===== src/frame_pkg.sv =====
// frame geometry and SRAM memory map
// one luminance plane of pre-IDCT samples in, packed pixels out
package frame_pkg;

	// SRAM word address and data
	typedef logic [17:0] sram_addr_t;
	typedef logic [15:0] sram_data_t;

	// frame size in 8x8 blocks
	localparam int BLOCK_COLS = 4;
	localparam int BLOCK_ROWS = 2;

	// one sample per word, two pixels per word
	localparam sram_addr_t SAMPLE_ROW_WORDS = sram_addr_t'(BLOCK_COLS * 8);
	localparam sram_addr_t PIXEL_ROW_WORDS = sram_addr_t'(BLOCK_COLS * 4);

	// region bases
	localparam sram_addr_t PRE_IDCT_BASE = 18'd1024;
	localparam sram_addr_t PIXEL_BASE = 18'd0;

	// data returns this many cycles after the address
	localparam int READ_LATENCY = 2;

endpackage


===== src/idct_pkg.sv =====
// IDCT datapath types and constants
// sample, accumulator and pixel types, pass shifts and the
// fixed point cosine table, scaled by 4096
package idct_pkg;

	typedef logic signed [15:0] sample_t;
	typedef logic signed [31:0] acc_t;
	typedef logic [7:0] pixel_t;
	typedef logic signed [15:0] coeff_t;

	// row * 8 + column
	typedef logic [5:0] buf_addr_t;

	// T = S' * C keeps sum >> 8, S = C^T * T keeps sum >> 16
	localparam int PASS1_SHIFT = 8;
	localparam int PASS2_SHIFT = 16;

	// C[k][n], k is the frequency index
	localparam coeff_t DCT_COEFF [8][8] = '{
		'{ 1448,  1448,  1448,  1448,  1448,  1448,  1448,  1448},
		'{ 2009,  1703,  1138,   400,  -400, -1138, -1703, -2009},
		'{ 1892,   784,  -784, -1892, -1892,  -784,   784,  1892},
		'{ 1703,  -400, -2009, -1138,  1138,  2009,   400, -1703},
		'{ 1448, -1448, -1448,  1448,  1448, -1448, -1448,  1448},
		'{ 1138, -2009,   400,  1703, -1703,  -400,  2009, -1138},
		'{  784, -1892,  1892,  -784,  -784,  1892, -1892,   784},
		'{  400, -1138,  1703, -2009,  2009, -1703,  1138,  -400}
	};

endpackage


===== src/block_writeback.sv =====
// block writeback
// reads the pixel buffer in order and writes one word per pixel
// pair to SRAM, even column in the high byte
module block_writeback (
	input  logic                  Clock,
	input  logic                  Resetn,
	input  logic                  go_i,
	input  frame_pkg::sram_addr_t base_i,
	input  idct_pkg::pixel_t      pix_rd_data_i,
	output idct_pkg::buf_addr_t   pix_rd_addr_o,
	output frame_pkg::sram_addr_t sram_address_o,
	output frame_pkg::sram_data_t sram_write_data_o,
	output logic                  sram_we_n_o,
	output logic                  done_o
);

logic busy;
logic rd_on;
logic d_valid;
idct_pkg::buf_addr_t d_idx;
logic last_wr;
idct_pkg::pixel_t even_q;
frame_pkg::sram_addr_t pair_addr;

// row * PIXEL_ROW_WORDS + column / 2
assign pair_addr = base_i + frame_pkg::sram_addr_t'(d_idx[5:3]) * frame_pkg::PIXEL_ROW_WORDS
	+ frame_pkg::sram_addr_t'(d_idx[2:1]);

always_ff @(posedge Clock or negedge Resetn) begin
	if (!Resetn) begin
		busy <= 1'b0;
		rd_on <= 1'b0;
		pix_rd_addr_o <= '0;
		d_valid <= 1'b0;
		d_idx <= '0;
		last_wr <= 1'b0;
		sram_address_o <= '0;
		sram_we_n_o <= 1'b1;
		done_o <= 1'b0;
	end else begin
		d_valid <= rd_on;
		d_idx <= pix_rd_addr_o;
		sram_we_n_o <= 1'b1;
		last_wr <= 1'b0;
		done_o <= last_wr;
		if (last_wr) begin
			busy <= 1'b0;
		end
		if (go_i && !busy) begin
			busy <= 1'b1;
			rd_on <= 1'b1;
			pix_rd_addr_o <= '0;
		end else if (rd_on) begin
			if (pix_rd_addr_o == 6'd63) begin
				rd_on <= 1'b0;
			end else begin
				pix_rd_addr_o <= pix_rd_addr_o + 6'd1;
			end
		end
		// odd pixel completes the pair
		if (d_valid && d_idx[0]) begin
			sram_we_n_o <= 1'b0;
			sram_address_o <= pair_addr;
			last_wr <= (d_idx == 6'd63);
		end
	end
end

always_ff @(posedge Clock) begin
	if (d_valid && !d_idx[0]) begin
		even_q <= pix_rd_data_i;
	end
	if (d_valid && d_idx[0]) begin
		sram_write_data_o <= {even_q, pix_rd_data_i};
	end
end

endmodule


===== config.mk =====
export PLATFORM = sky130hd
export DESIGN_NAME = block_writeback
export DESIGN_NICKNAME = d
export VERILOG_FILES = /design/src/frame_pkg.sv /design/src/idct_pkg.sv /design/src/block_writeback.sv
export SDC_FILE = /design/constraint.sdc
export NUM_CORES = 1
export LEC_CHECK = 0
export ABC_CLOCK_PERIOD_IN_PS = 2220
export BUFFER_PORTS_ARGS = -buffer_cell sky130_fd_sc_hd__buf_2
export CAP_MARGIN = 10
export CORE_MARGIN = 2
export CORE_UTILIZATION = 53
export CTS_BUF_LIST = sky130_fd_sc_hd__clkbuf_8
export CTS_CLUSTER_SIZE = 20
export DETAILED_ROUTE_END_ITERATION = 10
export PLACE_DENSITY_LB_ADDON = 0.2
export SLEW_MARGIN = 30
export SYNTH_ARGS = -nofsm -noshare
export SYNTH_HDL_FRONTEND = slang
export SYNTH_SLANG_ARGS = --single-unit

===== constraint.sdc =====
create_clock -name Clock -period 2.22 [get_ports Clock]
set_input_delay 0.111 -clock Clock [delete_from_list [all_inputs] [get_ports Clock]]
set_output_delay 0.111 -clock Clock [all_outputs]
set_load 0.005 [all_outputs]

==> results.toml, run 1 <==
[global_route]
grt_pass1_vias = 1803
grt_max_degree = 37
antenna_found_initial = 0
track_usage = 0.212
grt_overflow_total = 0
grt_pass1_wl_um = 8310

[sta]
final_hold_viol_count = 0
min_period_ns = 1.96
tightest_slew_ns = 0.793
finalSetupViolCount = 0
timing.hold.ws_ns = 0.0379
min_period_over_period = 0.885
slew_headroom = 0.471
max_freq_mhz = 509
rsz0062_at_grt = "false"
timing.final.max_slew_violations = 0
fin_skew_ns = 0.00781
tns_ns = 0

[detailed_routing]
viasPerCell = 5.45
wirelength_um = 5180
first_pass_iters = 5
drc = 0
wl_per_cell_um = 14.7
vias = 1918
drtAntennaViolNets = 0
drtIter0Drc = 112

[synth]
ys.flop_type = "dfrtp_1"
ys_ff_latch = 60
avgSynthCellArea_sq_um = 12.4
async_flop_share = 0.600
yosys-top-cells-area = "dfrtp_1, edfxtp_1, nand2_1"
synth_edf_count = 24
postSynthCellCount = 202
synth_top_area_share = 0.349
synth_compound_area_frac = 0.111
synth_commonest_cells = "dfrtp_1, edfxtp_1, nand2_1"
yosysTopAreaCell = "dfrtp_1"
synth_fa_ha_area_frac = 0.0379
syn_nets = 238
synth_top_family_by_area = "simple AND/OR/NAND/NOR gates"
synth.mux.area_fraction = 0.00399
ys_seq_area_frac = 0.648
synth-simple-area-share = 0.150
yosysWarningCount = 0
synth-xor-area-share = 0.0384
yosysMostFrequentCell = "dfrtp_1"
netlist_area_sq_um = 2510
ys_types = 39

[clock_tree]
cts_tree = "yes"
clk_latency_ns = 0.33
clkSinkCount = 60
cts_buffers = 9
clk_pin_slew_worst_paths_ns = 0.07
postCtsSetupBuffers = 0
cts.path.max_buffers = 2
htreeDepth = 3
root_buffer = "clkbuf_8"

[floorplan]
dieArea_sq_um = 5290
ios = 71
die_w_um = 72.8
die_h_um = 72.8
start_util = 0.541
core-area_sq_um = 4630
rows = 25

[place]
hpwl_um = 3630
dpl_cell_area_sq_um = 2940
io_buffer_count = 70
gp_congestion = 0.816

[layout]
nFillCells = 380
diodes = 0
design_area_sq_um = 3190
final_nets = 329
final_util = 0.689
drive_above_1_share = 0.299
syn_to_final_growth_pct = 27.4

[hold_path]
hold_path.class = "input port to flip-flop"
hold-path-endpoint = "busy"
holdPathStages = 3
hold_path_startpoint = "go_i"

[worst_setup_path]
r2r_slack_ns = 0.26
start_kind = "flip-flop"
required_ns = 2.48
worst_r2r_path_depth = 5
r2r-start = "d_idx[4]"
cp_max_fo = 7
r2r-end = "sram_address_o[17]"
worst_setup_path_end_kind = "flip-flop"
crit_type = "flip-flop to flip-flop"
worstPathArrival_ns = 2.22

[run_status]
status = "finished, final reports clean"

[power_and_ir_drop]
power_leakage_nw = 1.40
power_mw = 4.33
irDropWorstVdd_uv = 733
power_density_nw_per_um2 = 1360

[flow_run]
maxCapViolCount = 0
==> sequential cells by signal, summed over array words and instances (netlist names) <==
signal and flops:
d_idx 6, sram_address_o 18, sram_we_n_o 1, rd_on 1
busy 1, done_o 1, d_valid 1, even_q 8
sram_write_data_o 16, last_wr 1, pix_rd_addr_o 6
==> final cells by class <==
class / count / area, sq um / area share
Tap cell: 54 / 67.6 / 0.0212
Inverter: 4 / 15.0 / 0.00470
Clock buffer: 9 / 124 / 0.0388
Multi-Input combinational cell: 135 / 857 / 0.269
Timing Repair Buffer: 83 / 470 / 0.147
Clock inverter: 7 / 35.0 / 0.0110
Sequential cell: 60 / 1620 / 0.508
==> cells by family (layout without fill, tap and decap cells) <==
logic type      after synthesis  count (layout)
xor+xnor                     11              11
flops                        60              60
buf+inv                       7             103
simple gates                 74              74
mux                           1               1
fa+ha+maj                     7               7
compound gates               42              42
==> layer usage <==
metal	routed length, um	share of wire	vias up	GRT usage
met2	2550	0.49	63	0.340
li1	-	-	937	-
met1	2250	0.43	913	0.266
met5	0	0	-	0
met4	59	0.011	0	0.0802
met3	313	0.060	5	0.0732
==> critical path: stages (launching register included) <==
cell and delay (ns):
dfrtp_1 0.39, ha_1 0.38, nand2_1 0.10, o31a_1 0.39, or4_1 0.48, a31oi_1 0.17
==> through the flow <==
step | instances | setup WS [ns]
after detailed placement | 327 | 0.270
after floorplan | 202 | 0.383
final | 352 | 0.256
after global routing | 352 | 0.135
after global placement | 327 | 0.317
after CTS | 352 | 0.261
==> power by group <==
part | internal [mW] | leakage (nW) | switching [mW]
Combinational | 0.676 | 0.660 | 0.887
Clock | 0.388 | 0.0890 | 0.405
Sequential | 1.72 | 0.651 | 0.253
Total | 2.78 | 1.40 | 1.55
==> repair_timing <==
action                    CTS  global route
hold buffers                9             0
resized for setup           0             0
hold endpoints to repair   51             0
==> how the worst max path moves through the flow <==
stage | startpoint | to | slack, ns
final | d_idx[4] | sram_address_o[17] | 0.26
after global placement | d_idx[4] | sram_address_o[17] | 0.32
after detailed placement | d_idx[4] | sram_address_o[17] | 0.27
after global routing | d_idx[4] | sram_address_o[17] | 0.14
after floorplan | d_idx[4] | sram_address_o[17] | 0.38
after CTS | d_idx[4] | sram_address_o[17] | 0.26
==> cell usage in the layout (no fill, tap or decap), types with 3 or more instances in the layout <==
cell / Yosys / layout
dfrtp_1: 35 / 35
or4_1: 6 / 6
nand4_1: 3 / 3
clkinv_1: 1 / 3
edfxtp_1: 24 / 24
inv_1: 3 / 4
o21ai_0: 9 / 9
xor2_1: 8 / 8
o31ai_1: 7 / 7
and3_1: 4 / 4
xnor2_1: 3 / 3
nor2_1: 15 / 15
ha_1: 6 / 6
buf_4: 0 / 4
nand2_1: 21 / 21
nor3b_1: 3 / 3
a31oi_1: 9 / 9
nand3_1: 10 / 10
clkinv_2: 0 / 3
buf_2: 0 / 70
clkbuf_8: 0 / 9
and2_1: 3 / 3
a21oi_1: 5 / 5
dlygate4sd3_1: 0 / 9
Note: power is estimated with default switching activity, not from simulation.
==> run 2, diff against run 1 <==
- PLACE_DENSITY_LB_ADDON: 0.2 -> 0.25
==> results.toml, run 2 (synthesis gave the netlist of run 1 again) <==
[sta]
finalSetupViolCount = 0
tns_ns = 0
min_period_ns = 2.02
max_freq_mhz = 495
fin_skew_ns = 0.00810
slew_headroom = 0.470
rsz0062_at_grt = "false"
final_hold_viol_count = 0
min_period_over_period = 0.910
tightest_slew_ns = 0.794
timing.final.max_slew_violations = 0

[global_route]
grt_max_degree = 37
grt_pass1_vias = 1806
grt_overflow_total = 0
track_usage = 0.213
antenna_found_initial = 0
grt_pass1_wl_um = 8300

[detailed_routing]
viasPerCell = 5.47
drtAntennaViolNets = 0
wirelength_um = 5080
first_pass_iters = 4
drc = 0
drtIter0Drc = 131
wl_per_cell_um = 14.4
vias = 1927

[worst_setup_path]
r2r-start = "d_idx[1]"
critical_path.max_stage_delay_ns = 0.52
cp_slowest_cell = "a311oi_2"
start_kind = "flip-flop"
r2r-end = "sram_address_o[16]"
crit_type = "flip-flop to flip-flop"
required_ns = 2.49
worst_r2r_path_depth = 5
cp_max_fo = 8
path_cells = "ha_1, fa_1, a311oi_2, o31ai_1, a31oi_1"
worst_setup_path_end_kind = "flip-flop"
r2r_slack_ns = 0.20
worstPathArrival_ns = 2.29

[clock_tree]
htreeDepth = 3
cts.path.max_buffers = 2
root_buffer = "clkbuf_8"
clk_pin_slew_worst_paths_ns = 0.06
clkSinkCount = 60
cts_tree = "yes"
clk_latency_ns = 0.34
cts_buffers = 9

[place]
gp_congestion = 0.862
hpwl_um = 3590
io_buffer_count = 70
placed_cells = 327

[power_and_ir_drop]
power_leakage_nw = 1.41
power_density_nw_per_um2 = 1380
switchingPower_mw = 1.54
irDropWorstVdd_uv = 914
combPwrFrac = 0.348
pwr-share-clk = 0.207
p_sw_frac = 0.347
intPower_mw = 2.89
p_seq_frac = 0.445

[layout]
diodes = 0
regMostFlops = "sram_address_o"
drive_above_1_share = 0.295
final_nets = 329
nFillCells = 342
final_common_cell = "buf_2"
largest_register_ffs = 18
syn_to_final_growth_pct = 28.3
top_regs = "sram_address_o x18, sram_write_data_o x16, even_q x8"
fin_cells = 352
layout_common_cells = "buf_2, dfrtp_1, edfxtp_1, nand2_1, nor2_1"

[hold_path]
hold-path-endpoint = "busy"
hold_path.class = "input port to flip-flop"
holdPathStages = 3
hold_path_startpoint = "go_i"

[floorplan]
dieArea_sq_um = 5290
start_util = 0.541
rows = 25
core-area_sq_um = 4630
die_h_um = 72.8
ios = 71
die_w_um = 72.8

[flow_run]
maxCapViolCount = 0

[run_status]
status = "finished, final reports clean"
[run 2: cell count changes in the layout (fill, tap and decap cells not counted), sizes merged]
cell and change:
clkinv -2, bufinv +1, inv +1
[run 2: critical path, delay by kind of cell, from the launching register on]
family,cells,cell delay [ns]
DFF,1,0.39
adders and majority gates,2,0.69
AOI/OAI and AO/OA,3,0.88
[run 2: routing by layer]
metal  GRT usage  routed length [um]
met5           0                   0
met4      0.0926                  92
met3      0.0856                 320
met2       0.334                2520
met1       0.263                2150
[run 2: worst max path at each step]
| stage | start | endpoint | slack, ns | cells past startpoint |
|---|---|---|---|---|
| 6_report | d_idx[1] | sram_address_o[16] | 0.20 | 5 |
| 5_1_grt | d_idx[1] | sram_address_o[16] | 0.009 | 5 |
| 4_1_cts | d_idx[1] | sram_address_o[16] | 0.19 | 5 |
| 3_5_place_dp | d_idx[1] | sram_address_o[16] | 0.22 | 5 |
| 3_3_place_gp | d_idx[4] | sram_address_o[17] | 0.32 | 5 |
| 2_1_floorplan | d_idx[4] | sram_address_o[17] | 0.38 | 5 |
[run 2: power groups by stage]
stage | sequential (mW) | combinational (mW) | clock (mW)
after global placement | 1.97 | 1.51 | 0
after floorplan | 2.00 | 0.867 | 0
after detailed placement | 2.00 | 1.54 | 0
after CTS | 1.98 | 1.56 | 0.926
after global routing | 2.04 | 1.76 | 0.974
final | 1.97 | 1.54 | 0.915
[run 2: metrics by stage]
step	util	cell area, sq um	hold slack [ns]	worst slack [ns]	power [mW]
global placement	0.636	2940	0.223	0.318	3.48
global route	0.695	3220	0.0436	0.00943	4.78
detailed placement	0.636	2940	0.236	0.218	3.54
CTS	0.695	3220	0.0292	0.185	4.46
floorplan	-	2510	-0.185	0.383	2.87
finish	0.695	3220	0.0346	0.200	4.43
[run 2: final cells by class]
class | count | area [sq um] | share of cell area
clock inverters | 7 | 58.8 | 0.0183
flip-flops and latches | 60 | 1620 | 0.505
well taps | 54 | 67.6 | 0.0210
inverters | 4 | 15.0 | 0.00467
repair buffers | 83 | 470 | 0.146
multi-input cells | 135 | 857 | 0.267
clock buffers | 9 | 124 | 0.0385
[run 2: timing repair]
action,in CTS,in global routing
hold buffers,9,0
hold endpoints to repair,51,0
setup buffers,0,0
resized for setup,0,0
==> run 3, diff against run 2 <==
- CORE_ASPECT_RATIO: not set -> 1.5
==> results.toml, run 3 (synthesis gave the netlist of run 1 again) <==
[worst_setup_path]
start_kind = "flip-flop"
worst_setup_path_end_kind = "flip-flop"
worstPathArrival_ns = 2.22
worst_r2r_path_depth = 5
crit_type = "flip-flop to flip-flop"
required_ns = 2.47
cp_max_fo = 7

[sta]
tns_ns = 0
tightest_slew_ns = 0.783
final_hold_viol_count = 0
finalSetupViolCount = 0
rsz0062_at_grt = "false"
timing.final.max_slew_violations = 0
min_period_ns = 1.97
slew_headroom = 0.478
min_period_over_period = 0.888
max_freq_mhz = 507
fin_skew_ns = 0.00553

[place]
io_buffer_count = 70
hpwl_um = 3730
gp_congestion = 0.852

[floorplan]
die_h_um = 88.2
dieArea_sq_um = 5310
rows = 30
ios = 71
die_w_um = 60.1
start_util = 0.552
core-area_sq_um = 4540

[clock_tree]
cts.path.max_buffers = 2
cts_tree = "yes"
clk_pin_slew_worst_paths_ns = 0.07
htreeDepth = 3
postCtsSetupBuffers = 0
clk_latency_ns = 0.33
cts_buffers = 9
root_buffer = "clkbuf_8"
clkSinkCount = 60

[layout]
diodes = 0
largest_register_ffs = 18
drive_above_1_share = 0.305
regMostFlops = "sram_address_o"
layout_common_cells = "buf_2, dfrtp_1, edfxtp_1, nand2_1, nor2_1"
syn_to_final_growth_pct = 31.1
final_common_cell = "buf_2"
final_nets = 329
top_regs = "sram_address_o x18, sram_write_data_o x16, even_q x8"

[detailed_routing]
drc = 0
wl_per_cell_um = 14.9
wirelength_um = 5390
vias = 1940
viasPerCell = 5.36
drtAntennaViolNets = 0
drtIter0Drc = 80
first_pass_iters = 4

[hold_path]
hold_path.class = "input port to flip-flop"
holdPathStages = 3

[global_route]
grt_overflow_total = 0
grt_max_degree = 37
grt_pass1_wl_um = 8640
track_usage = 0.225
antenna_found_initial = 0
grt_pass1_vias = 1888

[power_and_ir_drop]
power_mw = 4.71
power_leakage_nw = 1.43
power_density_nw_per_um2 = 1430
irDropWorstVdd_uv = 1010

[flow_run]
maxCapViolCount = 0

[run_status]
status = "finished, final reports clean"
run 3: cell types whose count changed in the layout (fill, tap and decap cells not counted):
cell / change
clkinv_1: -3
clkinvlp_4: +1
bufinv_16: +2
run 3: repair_timing:
action                                 CTS  global route
gates resized for setup                  0             0
endpoints found under the hold margin   51             0
hold buffers                             9             0
run 3: critical path, cell delays in order, from the launching register on:
cell     delay [ns]
dfrtp_1        0.38
ha_1           0.38
nand2_1        0.10
o31a_1         0.37
or4_1          0.48
a31oi_1        0.18
run 3: final cells by class:
| type | instances | area (sq um) |
|---|---|---|
| sequential | 60 | 1620 |
| inverter | 4 | 15.0 |
| clock inverter | 7 | 115 |
| fill | 321 | 1260 |
| multi-input combinational | 135 | 857 |
| clock buffer | 9 | 124 |
| tap | 64 | 80.1 |
| timing repair buffer | 83 | 470 |
run 3: power by group:
part	total, mW	switching, mW	internal, mW
clock	1.17	0.431	0.743
combinational	1.56	0.889	0.673
sequential	1.97	0.256	1.72
run 3: worst paths after layout:
check | endpoint | slack, ns | from
min reg2reg | done_o | 0.40 | last_wr
max reg2reg | sram_address_o[17] | 0.25 | d_idx[4]
max | sram_address_o[17] | 0.25 | d_idx[4]
min in group asynchronous | sram_address_o[10] | 0.40 | Resetn
max in group asynchronous | d_idx[0] | 1.32 | Resetn
min | busy | 0.05 | go_i
run 3: per-stage QoR:
stage / hold WS [ns] / cell area (sq um) / util / worst slack [ns] / instances
2_1_floorplan: -0.185 / 2510 / - / 0.383 / 202
3_3_place_gp: 0.226 / 2960 / 0.651 / 0.327 / 337
3_5_place_dp: 0.237 / 2960 / 0.651 / 0.274 / 337
4_1_cts: 0.0417 / 3280 / 0.723 / 0.249 / 362
5_1_grt: 0.0394 / 3280 / 0.723 / 0.110 / 362
6_report: 0.0549 / 3280 / 0.723 / 0.249 / 362
run 3: per-layer routing:
metal / vias to the layer above / share of wire / GRT usage
met2: 65 / 0.54 / 0.379
met4: 0 / 0.013 / 0.0970
li1: 949 / - / -
met3: 8 / 0.053 / 0.0687
met1: 918 / 0.39 / 0.259
met5: - / 0 / 0
